[config.mk]
export PLATFORM = sky130hd
export DESIGN_NAME = stream_loader_flat
export DESIGN_NICKNAME = d
export VERILOG_FILES = /design/src/source/fc_pkg.sv /design/src/source/mem_req_if.sv /design/src/source/stream_loader.sv /design/src/flat_wrapper.sv
export VERILOG_INCLUDE_DIRS = /design/src /design/src/include
export SDC_FILE = /design/constraint.sdc
export NUM_CORES = 1
export LEC_CHECK = 0
export CAP_MARGIN = 20
export CORE_ASPECT_RATIO = 0.8
export CORE_MARGIN = 2
export CORE_UTILIZATION = 55
export DETAILED_ROUTE_END_ITERATION = 7
export DONT_BUFFER_PORTS = 1
export PLACE_DENSITY = 0.81
export SETUP_SLACK_MARGIN = 0.4
export SYNTH_ARGS = -nofsm -noshare
export SYNTH_HDL_FRONTEND = slang
export SYNTH_SLANG_ARGS = --single-unit
[constraint.sdc]
create_clock -name clk -period 6.89 [get_ports clk]
set_input_delay 1.0335 -clock clk [delete_from_list [all_inputs] [get_ports clk]]
set_output_delay 1.0335 -clock clk [all_outputs]
set_load 0.01 [all_outputs]
[src/include/fc_defs.svh]
`ifndef FC_DEFS_SVH
`define FC_DEFS_SVH

////////////////////////////////////////
// widths
////////////////////////////////////////

`define FC_DATA_W          32   // stream and buffer word
`define FC_ADDR_W          9
`define FC_MEM_DEPTH       512
`define FC_LANES           4    // output neurons, one byte each per word
`define FC_SIZE_W          7    // holds 1 .. 64

////////////////////////////////////////
// buffer memory map
////////////////////////////////////////

// longest feature vector in words, also the weight row stride
`define FC_MAX_FEAT_WORDS  64

`define FC_FEAT_BASE       0
`define FC_BIAS_ADDR       64
`define FC_WEIGHT_BASE     128  // row r starts at base + r * stride

`endif

[src/source/fc_pkg.sv]
`include "fc_defs.svh"

package fc_pkg;

  // four signed bytes, lane 0 in the low byte
  typedef logic [`FC_LANES-1:0][`FC_DATA_W/`FC_LANES-1:0] word_t;

  typedef logic [`FC_ADDR_W-1:0] addr_t;

  typedef logic signed [`FC_DATA_W-1:0] acc_t;

  typedef enum logic [2:0] {
    CMD_NONE,
    CMD_LOAD_FEATURE,
    CMD_LOAD_BIAS,
    CMD_LOAD_WEIGHT,
    CMD_COMPUTE
  } cmd_e;

  typedef enum logic [1:0] {
    LD_IDLE,
    LD_RECEIVE,
    LD_DONE
  } loader_state_e;

  typedef enum logic [2:0] {
    EN_IDLE,
    EN_READ_FEAT,
    EN_READ_WEIGHT,
    EN_DRAIN,       // let the lane pipelines settle
    EN_READ_BIAS,
    EN_SEND
  } engine_state_e;

endpackage

[src/source/mem_req_if.sv]
`timescale 1ns/1ps

// one requester port on the shared word buffer
interface mem_req_if;

  logic          req;
  logic          we;
  fc_pkg::addr_t addr;
  fc_pkg::word_t wdata;
  logic          gnt;    // same cycle as req
  fc_pkg::word_t rdata;  // one cycle after a granted read

  modport requester (
    output req, we, addr, wdata,
    input  gnt, rdata
  );

  modport arbiter (
    input  req, we, addr, wdata,
    output gnt, rdata
  );

endinterface

[src/source/stream_loader.sv]
`timescale 1ns/1ps
`include "fc_defs.svh"

module stream_loader (
  input  logic                  clk,
  input  logic                  rstn,
  input  fc_pkg::cmd_e          cmd,
  input  logic                  cmd_valid,
  input  logic [`FC_SIZE_W-1:0] size,
  input  logic [`FC_DATA_W-1:0] s_axis_tdata,
  input  logic                  s_axis_tvalid,
  output logic                  s_axis_tready,
  input  logic                  s_axis_tlast,
  output logic                  load_done,
  mem_req_if.requester          mem
);

  fc_pkg::loader_state_e state;
  fc_pkg::addr_t         addr;        // next write address
  fc_pkg::addr_t         row_base;    // first word of the current weight row
  fc_pkg::addr_t         start_addr;
  logic [`FC_SIZE_W-1:0] size_q;
  logic [`FC_SIZE_W-1:0] col;
  logic                  wt_mode;     // rows of size words
  logic                  is_load;
  logic                  start;
  logic                  accept;

  // start address per load opcode
  always_comb begin
    is_load    = 1'b1;
    start_addr = fc_pkg::addr_t'(`FC_FEAT_BASE);
    case (cmd)
      fc_pkg::CMD_LOAD_FEATURE: start_addr = fc_pkg::addr_t'(`FC_FEAT_BASE);
      fc_pkg::CMD_LOAD_BIAS:    start_addr = fc_pkg::addr_t'(`FC_BIAS_ADDR);
      fc_pkg::CMD_LOAD_WEIGHT:  start_addr = fc_pkg::addr_t'(`FC_WEIGHT_BASE);
      default:                  is_load    = 1'b0;
    endcase
  end

  assign start = (state == fc_pkg::LD_IDLE) && cmd_valid && is_load;

  ////////////////////////////////////////
  // buffer writes, stall on a refused grant
  ////////////////////////////////////////

  assign mem.req   = (state == fc_pkg::LD_RECEIVE) && s_axis_tvalid;
  assign mem.we    = 1'b1;
  assign mem.addr  = addr;
  assign mem.wdata = s_axis_tdata;

  assign s_axis_tready = (state == fc_pkg::LD_RECEIVE) && (!s_axis_tvalid || mem.gnt);
  assign accept        = s_axis_tvalid && s_axis_tready;
  assign load_done     = (state == fc_pkg::LD_DONE);

  always_ff @(posedge clk) begin
    if (!rstn) begin
      state <= fc_pkg::LD_IDLE;
    end else begin
      case (state)
        fc_pkg::LD_IDLE:    if (start) state <= fc_pkg::LD_RECEIVE;
        fc_pkg::LD_RECEIVE: if (accept && s_axis_tlast) state <= fc_pkg::LD_DONE;
        default:            state <= fc_pkg::LD_IDLE;  // done lasts one cycle
      endcase
    end
  end

  always_ff @(posedge clk) begin
    if (start) begin
      addr     <= start_addr;
      row_base <= start_addr;
      col      <= '0;
      size_q   <= size;
      wt_mode  <= (cmd == fc_pkg::CMD_LOAD_WEIGHT);
    end else if (accept) begin
      if (wt_mode && col == size_q - 1'b1) begin
        // end of a weight row, jump by the row stride
        col      <= '0;
        row_base <= row_base + fc_pkg::addr_t'(`FC_MAX_FEAT_WORDS);
        addr     <= row_base + fc_pkg::addr_t'(`FC_MAX_FEAT_WORDS);
      end else begin
        col  <= col + 1'b1;
        addr <= addr + 1'b1;
      end
    end
  end

endmodule

[src/flat_wrapper.sv]
// flat-port wrapper written by rule: the top's interface ports become plain ports
module stream_loader_flat 
  (clk, rstn, cmd, cmd_valid, size, s_axis_tdata, s_axis_tvalid, s_axis_tready, s_axis_tlast, load_done, mem_req, mem_we, mem_addr, mem_wdata, mem_gnt, mem_rdata);
  mem_req_if mem_i ();
  input  logic clk;
  input  logic rstn;
  input  fc_pkg::cmd_e cmd;
  input  logic cmd_valid;
  input  logic [`FC_SIZE_W-1:0] size;
  input  logic [`FC_DATA_W-1:0] s_axis_tdata;
  input  logic s_axis_tvalid;
  output logic s_axis_tready;
  input  logic s_axis_tlast;
  output logic load_done;
  output wire logic [$bits(mem_i.req)-1:0] mem_req;
  output wire logic [$bits(mem_i.we)-1:0] mem_we;
  output wire logic [$bits(mem_i.addr)-1:0] mem_addr;
  output wire logic [$bits(mem_i.wdata)-1:0] mem_wdata;
  input wire logic [$bits(mem_i.gnt)-1:0] mem_gnt;
  input wire logic [$bits(mem_i.rdata)-1:0] mem_rdata;
  assign mem_req = mem_i.req;
  assign mem_we = mem_i.we;
  assign mem_addr = mem_i.addr;
  assign mem_wdata = mem_i.wdata;
  assign mem_i.gnt = mem_gnt;
  assign mem_i.rdata = mem_rdata;
  stream_loader u_core (.clk(clk), .rstn(rstn), .cmd(cmd), .cmd_valid(cmd_valid), .size(size), .s_axis_tdata(s_axis_tdata), .s_axis_tvalid(s_axis_tvalid), .s_axis_tready(s_axis_tready), .s_axis_tlast(s_axis_tlast), .load_done(load_done), .mem(mem_i));
endmodule
# Yosys cells after proc, flatten, opt, wreduce, memory -nomap -nowiden
# Index checks and enable logic that the tools add are counted.
# classes
addsub	4
n_reduce_logical	15
eq_ne	8
muxes	12
# op_table
operator	n
$mux 9	6
$pmux 8 s2	1
$add 9x1->9 const B	1
$add 9x7->9 const B	1
$add 7x1->7 const B	1
$eq 7x7->1	1
$logic_and 1x1->1	7
$mux 7	1
$sub 7x1->7 const B	1
$eq 3x2->1 const B	2
$mux 2	2
$pmux 2 s2	1
$reduce_and 2->1	2
$reduce_bool 2->1	2
$eq 3x1->1 const B	1
$reduce_or 3->1	1
$eq 2x1->1 const B	1
$eq 2x2->1 const B	1
$logic_not 2->1	1
$ne 2x1->1 const B	1
$ne 2x2->1 const B	1
$logic_not 1->1	1
$logic_or 1x1->1	1
$mux 1	1
# word_totals
inputBits	80
regBits	35

# Depth between registers and ports, before layout
# depth
depth_word	7
ltp_mapped	9

# Least setup slack after synthesis
# Ideal clock, no wire load.
# synth_path
path_kind	input port to flip-flop
startpoint	input port cmd[2]
endpoint	register u_core.addr[0] (netlist: u_core.mem.addr[0]), enable pin
slack_ns	4.186
setup_time_ns	0.329
stages	5
t_arrival_ns	2.375
required_ns	6.561
cell_sequence	nor4b_1 -> o21ai_1 -> inv_1 -> nor2_1 -> inv_1
# synth_via
elab_chain_cells	5
word_cells_on_any_way	7
cone_classes	eq/ne: 3; mux: 1; reduce/logical: 3
# synth_rtl
element	line_no	rtl
from (decl)	flat_wrapper.sv:7	input fc_pkg::cmd_e cmd;
$eq 3x1->1 / $eq 3x2->1 (equally long branches)	stream_loader.sv:33	case (cmd)
$reduce_or 3->1 (no source line) *	n/a	
$mux 1 *	stream_loader.sv:33	
$logic_and 1x1->1 *	stream_loader.sv:41	assign start = (state == fc_pkg::LD_IDLE) && cmd_valid && is_load;
via u_core.start	stream_loader.sv:26	logic start;
$reduce_bool 2->1 (no source line) *	n/a	
to (signal assigned)	stream_loader.sv:70	addr <= start_addr;
to (signal assigned)	stream_loader.sv:80	addr <= row_base + fc_pkg::addr_t'(`FC_MAX_FEAT_WORDS);
to (signal assigned)	stream_loader.sv:83	addr <= addr + 1'b1;
to (decl)	stream_loader.sv:19	fc_pkg::addr_t addr;
# The timed path passes the listed nets; every way through them passes the cells marked *.
# A chain may end at the register's enable or synchronous reset.

# Worst setup path after layout
# layout_path
startpoint	input port cmd[2]
endpoint	register u_core.addr[6] (netlist: u_core.mem.addr[6]), enable pin
# The elaborated chain is that of the path after synthesis.

==> reports/results.ini <==
[synth]
synth.distinct_cells=40
syn-num-nets=263
synth_commonest_cells=buf_4, edfxtp_1, nor2_1
ys_warn_count=0
ys_ff_latch=29
synthTopCellsByArea=edfxtp_1, buf_4, dfxtp_1, xnor2_1, xor2_1
yosysSeqAreaShare_pct=44.0
synth_most_common_cell=buf_4
dominantRegCellSynth=edfxtp_1
async_flop_share_pct=0
syn-cell-area_sq_um=1780
synth_edf_count=20
syn_inst=179
avgSynthCellArea_sq_um=9.92
synth_top_area_cell=edfxtp_1
netlist.area_leader.share_pct=33.8

[setup_path]
reg2regPathDepth=7
path_common_cell=inv_1
worstPathRequired_ns=6.84
cp_max_fo=14
slowest_stage=inv_1
cp_cell_sequence=nor4b_1, o21ai_1, inv_1, nor2_1, inv_1
worstPathArrival_ns=2.90
cpPeakStageDelay_ns=0.51
reg2reg_slack_ns=4.24
end_kind=register
rr_endpoint=u_core.row_base[7]$_DFFE_PP_
path_buf_inv=2
start_kind=input pin
path_depth=5
path_class=input pin to register
r2r-start=u_core.size_q[0]$_DFFE_PP_
critical-path-top-delay-family=buffers and inverters
endpoint=u_core.mem.addr[6]$_DFFE_PN_
startpoint=cmd[2]

[status]
outcome=finished clean

[floorplanning]
start_util_pct=57.5
dieArea_sq_um=3700
core-area_sq_um=3090
row_count=18
io_pins=125
fp.dieH_microns=54.8
die_w_microns=67.5

[timing]
hold_viol_final=0
drv_slew=0
relSlewSlack_pct=59.5
fmax_mhz=339
grt_setup_unrepaired=no
setup_viol=0
fin_tns_setup_ns=0
worst_pin_slew_ns=0.604
skew_ns=0.00983
fin_crit_sh_pct=42.8
finalCriticalPeriod_ns=2.95

[cts]
root_buffer=clkbuf_8
hold_buffers=0
cts_made_buffers=5
cts_tree=done
cts_setup_buffers=0
h-tree-depth=2
clk_latency_ns=0.28
cts.path.max_buffers=2
cts_sinks=29
clk_pin_slew_worst_paths_ns=0.06
cts_resized=0

[power]
switching_share_pct=24.0
cellPowerDensity_nw_per_um2=230
total_power_w=0.000380
p_clk_share_pct=37.6
p_comb_share_pct=8.1
p_leak_nw=0.594
ir_drop_mv=0.136
p_int_w=0.000289
switching_power_w=0.0000912
p_seq_share_pct=54.3

[global_route]
grt_overflow=0
antenna_found_initial=0
gr-usage-all-layers_pct=19.3
grt_pass1_vias=1055
grt_max_degree=15
grt_first_pass_wirelength_microns=5060

[routing]
via_count=1141
drc=0
viasPerCell=5.97
drtPass1Iterations=4
drt_iter0_markers=26
routed_wl_microns=3530
wl_per_cell_microns=18.5
final_antenna_net_count=0

[place]
gp_congestion=0.834
dp_hpwl_microns=2630
io_buffer_count=0
dpl-instance-area_sq_um=1560

[final_layout]
drive_above_1_share_pct=7.95
nets=234
diodes=0
area_growth_pct=-7.12
fin_area_sq_um=1650

[worst_hold_path]
hold_class=register to register

[run]
maxCapViolCount=0

[through the flow]
step | util (%) | hold WS [ns] | setup WS (ns) | cells
floorplan | - | 0.476 | 4.19 | 179
global placement | 50.5 | 0.500 | 3.82 | 183
detailed placement | 50.5 | 0.514 | 3.72 | 183
CTS | 53.4 | 0.521 | 3.99 | 191
global route | 53.4 | 0.568 | 3.78 | 191
finish | 53.4 | 0.521 | 3.94 | 191
[routing by layer]
layer / GRT usage [%] / share of wire, % / vias up / wire [microns]
li1: - / - / 533 / -
met1: 22.3 / 39 / 543 / 1390
met2: 30.9 / 47 / 44 / 1660
met3: 7.61 / 9.5 / 21 / 334
met4: 11.2 / 3.9 / 0 / 138
met5: 0 / 0 / - / 0
[power by group through the flow]
stage	Sequential (W)	Combinational (W)	Clock [W]
floorplan	0.000208	0.0000445	0
global placement	0.000210	0.0000284	0
CTS	0.000206	0.0000307	0.000144
global route	0.000207	0.0000345	0.000153
finish	0.000206	0.0000307	0.000143
detailed placement	0.000210	0.0000302	0
[placed cells by master (no fill, tap or decap), types with 2 or more instances in the layout]
cell type	synthesis	final
edfxtp_1	20	20
nor2_1	16	16
nand3_1	11	11
xnor2_1	9	9
o21ai_0	9	9
dfxtp_1	9	9
nand2_1	8	8
xor2_1	7	7
inv_1	6	6
clkbuf_8	0	6
and3_1	5	5
nor2b_1	4	4
a21oi_1	4	4
ha_1	4	4
o21a_1	3	3
nor3_1	3	3
o211ai_1	2	2
a21o_1	2	2
a41oi_1	2	2
a2111oi_0	2	2
[cell type report]
type	instances	area [sq um]
fillers	267	1440
flip-flops and latches	29	781
multi-input cells	108	704
clock buffers	6	82.6
well taps	40	50.0
inverters	6	22.5
clock inverters	2	8.76
[worst min path at each step]
stage | startpoint | endpoint | slack [ns] | cells after the start
2_1_floorplan | u_core.col[6]$_SDFFE_PP0P_ | u_core.col[6]$_SDFFE_PP0P_ | 0.48 | 1
3_3_place_gp | u_core.col[0]$_SDFFE_PP0P_ | u_core.col[0]$_SDFFE_PP0P_ | 0.50 | 2
3_5_place_dp | u_core.col[6]$_SDFFE_PP0P_ | u_core.col[6]$_SDFFE_PP0P_ | 0.51 | 1
4_1_cts | u_core.col[6]$_SDFFE_PP0P_ | u_core.col[6]$_SDFFE_PP0P_ | 0.52 | 1
5_1_grt | u_core.col[0]$_SDFFE_PP0P_ | u_core.col[0]$_SDFFE_PP0P_ | 0.57 | 2
6_report | u_core.col[6]$_SDFFE_PP0P_ | u_core.col[6]$_SDFFE_PP0P_ | 0.52 | 1
[logic make-up (layout without fill, tap and decap cells)]
kind of cell	after synthesis	in the layout	share of synthesized area, %
and+or+nand+nor	59	59	18.4
buffers and inverters	42	14	16.3
DFF	29	29	44.0
AOI/OAI and AO/OA	28	28	10.4
xor gates and xnor gates	16	16	7.89
adders and majority gates	4	4	2.82
other	1	1	0.211
[state kept, by name, indices dropped and copies added, names as in the netlist]
signal,flops
u_core.state,2
u_core.row_base,3
u_core.col,7
u_core.mem.addr,9
u_core.size_q,7
u_core.wt_mode,1
(Power assumes the default switching activity.)
