$ cat config.mk
export PLATFORM = sky130hd
export DESIGN_NAME = mac_engine_flat
export DESIGN_NICKNAME = d
export VERILOG_FILES = /design/src/source/fc_pkg.sv /design/src/source/mem_req_if.sv /design/src/source/mac_engine.sv /design/src/source/signed_mac.sv /design/src/flat_wrapper.sv
export VERILOG_INCLUDE_DIRS = /design/src /design/src/include
export SDC_FILE = /design/constraint.sdc
export NUM_CORES = 2
export LEC_CHECK = 0
export BUFFER_PORTS_ARGS = -buffer_cell sky130_fd_sc_hd__buf_4
export CAP_MARGIN = 40
export CORE_MARGIN = 2
export CORE_UTILIZATION = 23
export CTS_CLUSTER_DIAMETER = 30
export DETAILED_ROUTE_END_ITERATION = 12
export PLACE_DENSITY = 0.36
export SLEW_MARGIN = 30
export SYNTH_ARGS = -nofsm -noshare
export SYNTH_HDL_FRONTEND = slang
export SYNTH_SLANG_ARGS = --single-unit
$ cat constraint.sdc
create_clock -name clk -period 14.2 [get_ports clk]
set_input_delay 0.71 -clock clk [delete_from_list [all_inputs] [get_ports clk]]
set_output_delay 0.71 -clock clk [all_outputs]
set_load 0.05 [all_outputs]
$ cat src/include/fc_defs.svh
`ifndef FC_DEFS_SVH
`define FC_DEFS_SVH

////////////////////////////////////////
// widths
////////////////////////////////////////

`define FC_DATA_W          32   // stream and buffer word
`define FC_ADDR_W          9
`define FC_MEM_DEPTH       512
`define FC_LANES           4    // output neurons, one byte each per word
`define FC_SIZE_W          7    // holds 1 .. 64

////////////////////////////////////////
// buffer memory map
////////////////////////////////////////

// longest feature vector in words, also the weight row stride
`define FC_MAX_FEAT_WORDS  64

`define FC_FEAT_BASE       0
`define FC_BIAS_ADDR       64
`define FC_WEIGHT_BASE     128  // row r starts at base + r * stride

`endif

$ cat src/source/fc_pkg.sv
`include "fc_defs.svh"

package fc_pkg;

  // four signed bytes, lane 0 in the low byte
  typedef logic [`FC_LANES-1:0][`FC_DATA_W/`FC_LANES-1:0] word_t;

  typedef logic [`FC_ADDR_W-1:0] addr_t;

  typedef logic signed [`FC_DATA_W-1:0] acc_t;

  typedef enum logic [2:0] {
    CMD_NONE,
    CMD_LOAD_FEATURE,
    CMD_LOAD_BIAS,
    CMD_LOAD_WEIGHT,
    CMD_COMPUTE
  } cmd_e;

  typedef enum logic [1:0] {
    LD_IDLE,
    LD_RECEIVE,
    LD_DONE
  } loader_state_e;

  typedef enum logic [2:0] {
    EN_IDLE,
    EN_READ_FEAT,
    EN_READ_WEIGHT,
    EN_DRAIN,       // let the lane pipelines settle
    EN_READ_BIAS,
    EN_SEND
  } engine_state_e;

endpackage

$ cat src/source/mem_req_if.sv
`timescale 1ns/1ps

// one requester port on the shared word buffer
interface mem_req_if;

  logic          req;
  logic          we;
  fc_pkg::addr_t addr;
  fc_pkg::word_t wdata;
  logic          gnt;    // same cycle as req
  fc_pkg::word_t rdata;  // one cycle after a granted read

  modport requester (
    output req, we, addr, wdata,
    input  gnt, rdata
  );

  modport arbiter (
    input  req, we, addr, wdata,
    output gnt, rdata
  );

endinterface

$ cat src/source/mac_engine.sv
`timescale 1ns/1ps
`include "fc_defs.svh"

module mac_engine (
  input  logic                  clk,
  input  logic                  rstn,
  input  fc_pkg::cmd_e          cmd,
  input  logic                  cmd_valid,
  input  logic [`FC_SIZE_W-1:0] size,
  output logic [`FC_DATA_W-1:0] m_axis_tdata,
  output logic                  m_axis_tvalid,
  input  logic                  m_axis_tready,
  output logic                  m_axis_tlast,
  output logic                  fc_done,
  mem_req_if.requester          mem
);

  fc_pkg::engine_state_e state;
  logic [`FC_SIZE_W-1:0] size_q;
  logic [`FC_SIZE_W-1:0] idx;        // feature word index
  logic [1:0]            lane;       // weight row while reading, result while sending
  logic                  drain;
  logic                  rd_feat;    // read data due this cycle, by kind
  logic                  rd_weight;
  logic                  rd_bias;
  logic                  rd_first;
  logic [1:0]            rd_lane;
  fc_pkg::word_t         feat_q;
  fc_pkg::acc_t          lane_acc [`FC_LANES];
  fc_pkg::acc_t          res [`FC_LANES];
  logic                  last_idx;
  logic                  send_ok;

  assign last_idx = (idx == size_q - 1'b1);
  assign send_ok  = m_axis_tvalid && m_axis_tready;

  ////////////////////////////////////////
  // buffer read requests
  ////////////////////////////////////////

  always_comb begin
    mem.req  = 1'b0;
    mem.addr = '0;
    case (state)
      fc_pkg::EN_READ_FEAT: begin
        mem.req  = 1'b1;
        mem.addr = fc_pkg::addr_t'(`FC_FEAT_BASE + idx);
      end
      fc_pkg::EN_READ_WEIGHT: begin
        mem.req  = 1'b1;
        mem.addr = fc_pkg::addr_t'(`FC_WEIGHT_BASE + lane * `FC_MAX_FEAT_WORDS + idx);
      end
      fc_pkg::EN_READ_BIAS: begin
        mem.req  = 1'b1;
        mem.addr = fc_pkg::addr_t'(`FC_BIAS_ADDR);
      end
      default: ;
    endcase
  end

  assign mem.we    = 1'b0;  // read only
  assign mem.wdata = '0;

  always_ff @(posedge clk) begin
    if (!rstn) begin
      state         <= fc_pkg::EN_IDLE;
      rd_feat       <= 1'b0;
      rd_weight     <= 1'b0;
      rd_bias       <= 1'b0;
      m_axis_tvalid <= 1'b0;
      fc_done       <= 1'b0;
    end else begin
      rd_feat   <= (state == fc_pkg::EN_READ_FEAT) && mem.gnt;
      rd_weight <= (state == fc_pkg::EN_READ_WEIGHT) && mem.gnt;
      rd_bias   <= (state == fc_pkg::EN_READ_BIAS) && mem.gnt;
      fc_done   <= 1'b0;
      case (state)
        fc_pkg::EN_IDLE:
          if (cmd_valid && cmd == fc_pkg::CMD_COMPUTE) state <= fc_pkg::EN_READ_FEAT;
        fc_pkg::EN_READ_FEAT:
          if (mem.gnt) state <= fc_pkg::EN_READ_WEIGHT;
        fc_pkg::EN_READ_WEIGHT:
          if (mem.gnt && lane == 2'd3) begin
            state <= last_idx ? fc_pkg::EN_DRAIN : fc_pkg::EN_READ_FEAT;
          end
        fc_pkg::EN_DRAIN:
          if (drain) state <= fc_pkg::EN_READ_BIAS;
        fc_pkg::EN_READ_BIAS:
          if (mem.gnt) state <= fc_pkg::EN_SEND;
        fc_pkg::EN_SEND: begin
          if (rd_bias) begin
            m_axis_tvalid <= 1'b1;  // results land with the bias word
          end else if (send_ok && lane == 2'd3) begin
            m_axis_tvalid <= 1'b0;
            fc_done       <= 1'b1;
            state         <= fc_pkg::EN_IDLE;
          end
        end
        default: state <= fc_pkg::EN_IDLE;
      endcase
    end
  end

  always_ff @(posedge clk) begin
    rd_lane  <= lane;
    rd_first <= (idx == '0);  // first index restarts the sums
    if (rd_feat) feat_q <= mem.rdata;
    if (rd_bias) begin
      for (int l = 0; l < `FC_LANES; l++) begin
        res[l] <= lane_acc[l] + $signed(mem.rdata[l]);  // bias byte sign extended
      end
    end
    case (state)
      fc_pkg::EN_IDLE: begin
        size_q <= size;
        idx    <= '0;
        lane   <= '0;
        drain  <= 1'b0;
      end
      fc_pkg::EN_READ_WEIGHT:
        if (mem.gnt) begin
          lane <= lane + 1'b1;  // wraps to lane 0 after row 3
          if (lane == 2'd3 && !last_idx) idx <= idx + 1'b1;
        end
      fc_pkg::EN_DRAIN: drain <= 1'b1;
      fc_pkg::EN_SEND:  if (send_ok) lane <= lane + 1'b1;
      default: ;
    endcase
  end

  assign m_axis_tdata = res[lane];
  assign m_axis_tlast = m_axis_tvalid && (lane == 2'd3);

  for (genvar l = 0; l < `FC_LANES; l++) begin : g_lane
    signed_mac u_mac (
      .clk    (clk),
      .rstn   (rstn),
      .valid  (rd_weight && rd_lane == 2'(l)),
      .clear  (rd_first),
      .feat   (feat_q),
      .weight (mem.rdata),
      .acc    (lane_acc[l])
    );
  end

endmodule

$ cat src/source/signed_mac.sv
`timescale 1ns/1ps
`include "fc_defs.svh"

module signed_mac (
  input  logic          clk,
  input  logic          rstn,
  input  logic          valid,
  input  logic          clear,
  input  fc_pkg::word_t feat,
  input  fc_pkg::word_t weight,
  output fc_pkg::acc_t  acc
);

  logic [7:0]   f_mag [`FC_LANES];
  logic [7:0]   w_mag [`FC_LANES];
  logic [15:0]  mag_q [`FC_LANES];  // unsigned byte products
  logic [`FC_LANES-1:0] neg_q;
  logic         v_q;
  logic         clr_q;
  fc_pkg::acc_t sum;

  ////////////////////////////////////////
  // stage one, sign and magnitude products
  ////////////////////////////////////////

  always_comb begin
    for (int b = 0; b < `FC_LANES; b++) begin
      f_mag[b] = feat[b][7] ? ~feat[b] + 8'd1 : feat[b];  // -128 gives 8'h80
      w_mag[b] = weight[b][7] ? ~weight[b] + 8'd1 : weight[b];
    end
  end

  always_ff @(posedge clk) begin
    for (int b = 0; b < `FC_LANES; b++) begin
      mag_q[b] <= f_mag[b] * w_mag[b];
      neg_q[b] <= feat[b][7] ^ weight[b][7];
    end
    clr_q <= clear;
  end

  always_ff @(posedge clk) begin
    if (!rstn) v_q <= 1'b0;
    else       v_q <= valid;
  end

  ////////////////////////////////////////
  // stage two, signed sum and accumulate
  ////////////////////////////////////////

  always_comb begin
    sum = '0;
    for (int b = 0; b < `FC_LANES; b++) begin
      sum = sum + (neg_q[b] ? -fc_pkg::acc_t'(mag_q[b]) : fc_pkg::acc_t'(mag_q[b]));
    end
  end

  always_ff @(posedge clk) begin
    if (v_q) acc <= (clr_q ? fc_pkg::acc_t'(0) : acc) + sum;
  end

endmodule

$ cat src/flat_wrapper.sv
// flat-port wrapper written by rule: the top's interface ports become plain ports
module mac_engine_flat 
  (clk, rstn, cmd, cmd_valid, size, m_axis_tdata, m_axis_tvalid, m_axis_tready, m_axis_tlast, fc_done, mem_req, mem_we, mem_addr, mem_wdata, mem_gnt, mem_rdata);
  mem_req_if mem_i ();
  input  logic clk;
  input  logic rstn;
  input  fc_pkg::cmd_e cmd;
  input  logic cmd_valid;
  input  logic [`FC_SIZE_W-1:0] size;
  output logic [`FC_DATA_W-1:0] m_axis_tdata;
  output logic m_axis_tvalid;
  input  logic m_axis_tready;
  output logic m_axis_tlast;
  output logic fc_done;
  output wire logic [$bits(mem_i.req)-1:0] mem_req;
  output wire logic [$bits(mem_i.we)-1:0] mem_we;
  output wire logic [$bits(mem_i.addr)-1:0] mem_addr;
  output wire logic [$bits(mem_i.wdata)-1:0] mem_wdata;
  input wire logic [$bits(mem_i.gnt)-1:0] mem_gnt;
  input wire logic [$bits(mem_i.rdata)-1:0] mem_rdata;
  assign mem_req = mem_i.req;
  assign mem_we = mem_i.we;
  assign mem_addr = mem_i.addr;
  assign mem_wdata = mem_i.wdata;
  assign mem_i.gnt = mem_gnt;
  assign mem_i.rdata = mem_rdata;
  mac_engine u_core (.clk(clk), .rstn(rstn), .cmd(cmd), .cmd_valid(cmd_valid), .size(size), .m_axis_tdata(m_axis_tdata), .m_axis_tvalid(m_axis_tvalid), .m_axis_tready(m_axis_tready), .m_axis_tlast(m_axis_tlast), .fc_done(fc_done), .mem(mem_i));
endmodule
Word-level counts from Yosys, hierarchy flattened
Memories as Yosys holds them, arrays and structs flattened. A register that Yosys moved wholly into a read port is not among the register bits.
Cells that the tools add are included.

storage, ports and cells
  flip-flop bits (word level) = 197
  bits in writable memories = 384
  input bits = 47
  output and inout bits = 78
  memories = 5

memories
  name                          words  width  read ports  clocked after Yosys merged registers in  write ports  RTL line          text
  u_core.res                    4      32     1           1                                        4            mac_engine.sv:30  fc_pkg::acc_t res [`FC_LANES];
  u_core.g_lane[0].u_mac.mag_q  4      16     4           0                                        4            signed_mac.sv:16  logic [15:0] mag_q [`FC_LANES];
  u_core.g_lane[1].u_mac.mag_q  4      16     4           0                                        4            signed_mac.sv:16
  u_core.g_lane[2].u_mac.mag_q  4      16     4           0                                        4            signed_mac.sv:16
  u_core.g_lane[3].u_mac.mag_q  4      16     4           0                                        4            signed_mac.sv:16

operators by class
  add/subtract/negate cells = 49
  $mul = 4
  equality and inequality tests = 21
  muxes and demuxes = 52
  bitwise operators = 14
  reductions and logical operators = 27

operator list
  cell                                                    count
  two-way mux 32 bit                                      20
  adder 32 bit                                            16
  negation 16 -> 32 bit                                   16
  adder 32 x 8 -> 32 bit                                  4
  adder 8 x 1 -> 8 bit (second input constant)            8
  multiplier 8 x 8 -> 16 bit                              4
  two-way mux 8 bit                                       8
  NOT 8 bit                                               8
  one-hot mux 9 bit (3 select lines)                      1
  two-way mux 3 bit                                       7
  one-hot mux 3 bit (6 select lines)                      1
  two-way mux 7 bit                                       2
  one-hot mux 7 bit (2 select lines)                      1
  logical AND 1 bit                                       13
  inequality test 2 bit (second input constant)           6
  adder 8 x 8 -> 9 bit (first input constant)             1
  adder 9 x 7 -> 9 bit                                    1
  == test 3 bit (second input constant)                   3
  two-way mux 2 bit                                       4
  inequality test 2 x 1 -> 1 bit (second input constant)  4
  adder 7 x 1 -> 7 bit (second input constant)            1
  == test 7 bit                                           1
  zero test 7 bit                                         1
  AND reduction 7 bit                                     1
  other kinds (19)                                        35

Longest topological paths before layout
  depth in word-level cells = 7
  mapped depth = 26
  gate-level depth less buffers = 24

Hierarchy
A second synthesis with hierarchy kept.

second synthesis, totals
  cells, all modules = 8967
  area total of the unflattened synthesis = 81808.5 um^2

by module, submodules not included
  module                                    instances  cells an instance  area an instance (um^2)  sequential area each (um^2)
  signed_mac at u_core.g_lane[0].u_mac ...  2          1929               17007.6                  2362.3
  signed_mac at u_core.g_lane[3].u_mac      1          1908               17063.9                  2362.3
  signed_mac at u_core.g_lane[2].u_mac      1          1932               16943.8                  2362.3
  mac_engine                                1          1269               13785.7                  5575.3

Worst setup path after synthesis
Ideal clock, no wire load.

  path type = reg2reg
  start point = mem u_core.g_lane[1].u_mac.mag_q[3][5]
  end point = reg u_core.g_lane[3].u_mac.acc[28] (data pin)
  setup time = 0.259 ns
  data arrival time = 5.606 ns
  slack = 8.335 ns
  stages on the path, launching flop included = 24
  path buffers = 1
  clock period less this slack = 5.865 ns
  path through = dfxtp_1 nor4_1 inv_1 nor3_2 nand3_1 or3_1 clkbuf_1 inv_1 ha_1 mux2i_1 fa_1 fa_1 inv_1 fa_1 ha_1 a21oi_1 o21ai_1 a221oi_1 o31ai_1 o2111ai_1 nand4_1 a31o_1 a21oi_1 xnor2_1

RTL lines
  element               RTL line          text
  from (decl)           signed_mac.sv:16
  to (signal assigned)  signed_mac.sv:58  if (v_q) acc <= (clr_q ? fc_pkg::acc_t'(0) : acc) + sum;
  to (decl)             signed_mac.sv:11  output fc_pkg::acc_t acc

==> results.json <==
{
  "dp_hpwl_um": 125000,
  "drt_iter0_drc": 1695,
  "crit_path_end_kind": "flop",
  "grt_pass1_wl_um": 225000,
  "worstRegToRegCells": 22,
  "period_minus_slack_ps": 7110,
  "r2r-end": "u_core.g_lane[3].u_mac.acc[31]$_DFFE_PP_",
  "wl_per_cell_um": 19.9,
  "fin_worst_skew_ps": 36.6,
  "r2r_slack_ps": 7090,
  "die_w_um": 445,
  "path_class": "reg2reg",
  "synth_top_area_share_pct": 23.1,
  "ios": 125,
  "h-tree-depth": 4,
  "detail-route-antenna-nets": 0,
  "grt_max_degree": 98,
  "cts_setup_buffers": 0,
  "synthFlopType": "edfxtp_1",
  "synth_warnings": 0,
  "routed_wl_um": 148000,
  "path_clk_slew_ps": 40,
  "synth_xor_area_share_pct": 7.43,
  "start_util_pct": 23.2,
  "cp.arrival_ps": 7620,
  "cts_tree": "done",
  "viasPerCell": 4.42,
  "worstSetupStartpoint": "u_core.g_lane[1].u_mac.mag_q[3][4]$_DFF_P_",
  "postSynth.asyncResetShare_pct": 0,
  "drive_above_1_share_pct": 10.6,
  "crit_fanout": 8,
  "hold_viol": 0,
  "synth_top_area_cell": "fa_1",
  "crit_path_start_kind": "flop",
  "insertion_delay_ps": 770,
  "grt.overflow.total": 0,
  "synthCells": 4519,
  "synth_top_family_by_area": "adder cells",
  "yosys.area_share.simple_pct": 12.6,
  "dr.pass1.iters": 5,
  "most-common-layout-cells": "inv_1 (663), fa_1 (516), nor2_1 (419)",
  "drv_cap": 0,
  "antenna_found_initial": 12,
  "routabilityCongestion": 0.849,
  "final_area_sq_um": 53800,
  "clock_path_buffers": 3,
  "required_ps": 14710,
  "ys_seq_elements": 391,
  "reg2reg_from": "u_core.g_lane[1].u_mac.mag_q[3][4]$_DFF_P_",
  "synth_edf_count": 305,
  "final_cell_count_no_fill": 7428,
  "synth-compound-area-share_pct": 12.3,
  "rows": 161,
  "endpoint": "u_core.g_lane[3].u_mac.acc[31]$_DFFE_PP_",
  "tns_ps": 0,
  "dp.cells": 7125,
  "root_buffer": "clkbuf_16",
  "grt_pass1_vias": 35690,
  "synth_mux_area_share_pct": 1.90,
  "fmax_ghz": 0.141,
  "detailroute.via_count": 32844,
  "layout_commonest_cell": "inv_1",
  "post-route-period-util_pct": 50.0,
  "fin_nets": 5754,
  "synth_fa_ha_area_share_pct": 34.7,
  "cts-resized-gates": 0,
  "ys_types": 88,
  "cts-buffers-inserted": 149,
  "maxSlewHeadroom_pct": 40.1,
  "netlist_area_sq_um": 44800,
  "setup_viol": 0,
  "slew_viol_final": 0,
  "drc_errors": 0,
  "synth.area.top_cells": "fa_1 (23%), edfxtp_1 (20%), ha_1 (12%)",
  "die_area_sq_um": 198000,
  "placed_cell_area_sq_um": 48800,
  "port_buffers": 91,
  "yosysSeqAreaShare_pct": 24.3,
  "core_sq_um": 193000,
  "area_delta_synth_final_pct": 20.1,
  "hp-class": "in2reg",
  "chipHeight_um": 445,
  "numClockSinks": 391,
  "hold_buffers": 0,
  "status": "complete, no violations",
  "grt_setup_unrepaired": "false",
  "timing.hold.ws_ps": 123,
  "avgSynthCellArea_sq_um": 9.91,
  "track_usage_pct": 15.3,
  "worst_pin_slew_ps": 892
}
-- state kept, by name, summed over array words and instances, names as in the netlist, 2 cells and up, named ones only --
signal,count
u_core.g_lane.u_mac.v_q,4
u_core.idx,7
u_core.res,128
u_core.g_lane.u_mac.mag_q,64
u_core.feat_q,32
u_core.size_q,7
u_core.lane,2
u_core.g_lane.u_mac.neg_q,4
u_core.rd_lane,2
u_core.state,3
u_core.g_lane.u_mac.acc,128
-- Yosys cell counts, types with 14 or more instances --
cell type / n
ha_1: 418
nand3_1: 50
and3_1: 23
o21ai_0: 157
o41ai_1: 16
mux4_2: 32
or2_2: 43
nand2b_1: 99
a21oi_1: 214
inv_1: 663
buf_4: 33
a21o_1: 109
clkbuf_1: 71
o21ai_1: 35
nand2_1: 187
nor2_1: 419
o21a_1: 70
fa_1: 516
dfxtp_1: 86
a31oi_1: 30
o2111ai_1: 14
nand4_1: 18
or3_1: 23
o21bai_1: 22
o31ai_1: 30
and2_1: 24
nor3_1: 66
edfxtp_1: 305
a211oi_1: 20
xor2_1: 126
nor2b_1: 127
xnor2_1: 254
-- kinds of logic after synthesis --
kind of cell | after synthesis
simple gates | 1148
fa+ha+maj | 934
mux | 45
buf+inv | 782
flops | 391
xor+xnor | 380
compound gates | 838
other cells | 1
-- cell type report --
cell class | count | area, sq um
Tap cell | 2526 | 3160
Clock buffer | 197 | 4090
Inverter | 673 | 2530
Timing Repair Buffer | 180 | 1320
Multi-Input combinational cell | 3378 | 31000
Fill cell | 20430 | 139000
Clock inverter | 78 | 759
Antenna cell | 5 | 12.5
Sequential cell | 391 | 10900
-- through the flow --
| stage | worst slack [ps] | util, % |
|---|---|---|
| floorplan | 8340 | - |
| global placement | 6930 | 25.2 |
| detailed placement | 6970 | 25.3 |
| CTS | 6940 | 27.8 |
| global route | 6540 | 27.9 |
| finish | 7090 | 27.9 |
-- critical path, stage by stage, from the launching register on --
cell	delay [ps]
dfxtp_1	320
nor4_1	370
inv_1	120
nor3_2	330
nand3_1	220
or3_1	550
o21ai_2	570
inv_1	270
fa_1	480
fa_1	510
inv_1	60
fa_1	530
inv_1	40
ha_1	370
a2111oi_0	510
o221ai_1	210
nand2_1	90
o211ai_1	230
o311ai_2	420
nand3_2	170
a31o_1	250
a21oi_2	150
xnor2_1	70
-- worst min path at each step --
stage | end | cells past startpoint | startpoint | slack, ps
5_1_grt | u_core.size_q[2]$_DFFE_PP_ | 1 | size[2] | 70
4_1_cts | u_core.size_q[4]$_DFFE_PP_ | 1 | size[4] | 50
3_5_place_dp | u_core.g_lane[0].u_mac.clr_q$_DFF_P_ | 0 | u_core.rd_first$_DFF_P_ | 320
3_3_place_gp | u_core.g_lane[0].u_mac.clr_q$_DFF_P_ | 0 | u_core.rd_first$_DFF_P_ | 310
6_report | u_core.size_q[5]$_DFFE_PP_ | 1 | size[5] | 120
2_1_floorplan | u_core.g_lane[0].u_mac.clr_q$_DFF_P_ | 0 | u_core.rd_first$_DFF_P_ | 310
-- routing by layer --
metal	up-vias	track usage [%]	part of all wire, %
met5	-	0	0.014
met4	4	4.26	2.5
met3	201	2.24	3.2
met2	539	24.3	45
met1	16363	21.4	49
li1	15737	-	-
Power is not shown: default switching activity piles up to over one toggle a cycle in this logic, so the estimate is an artifact.
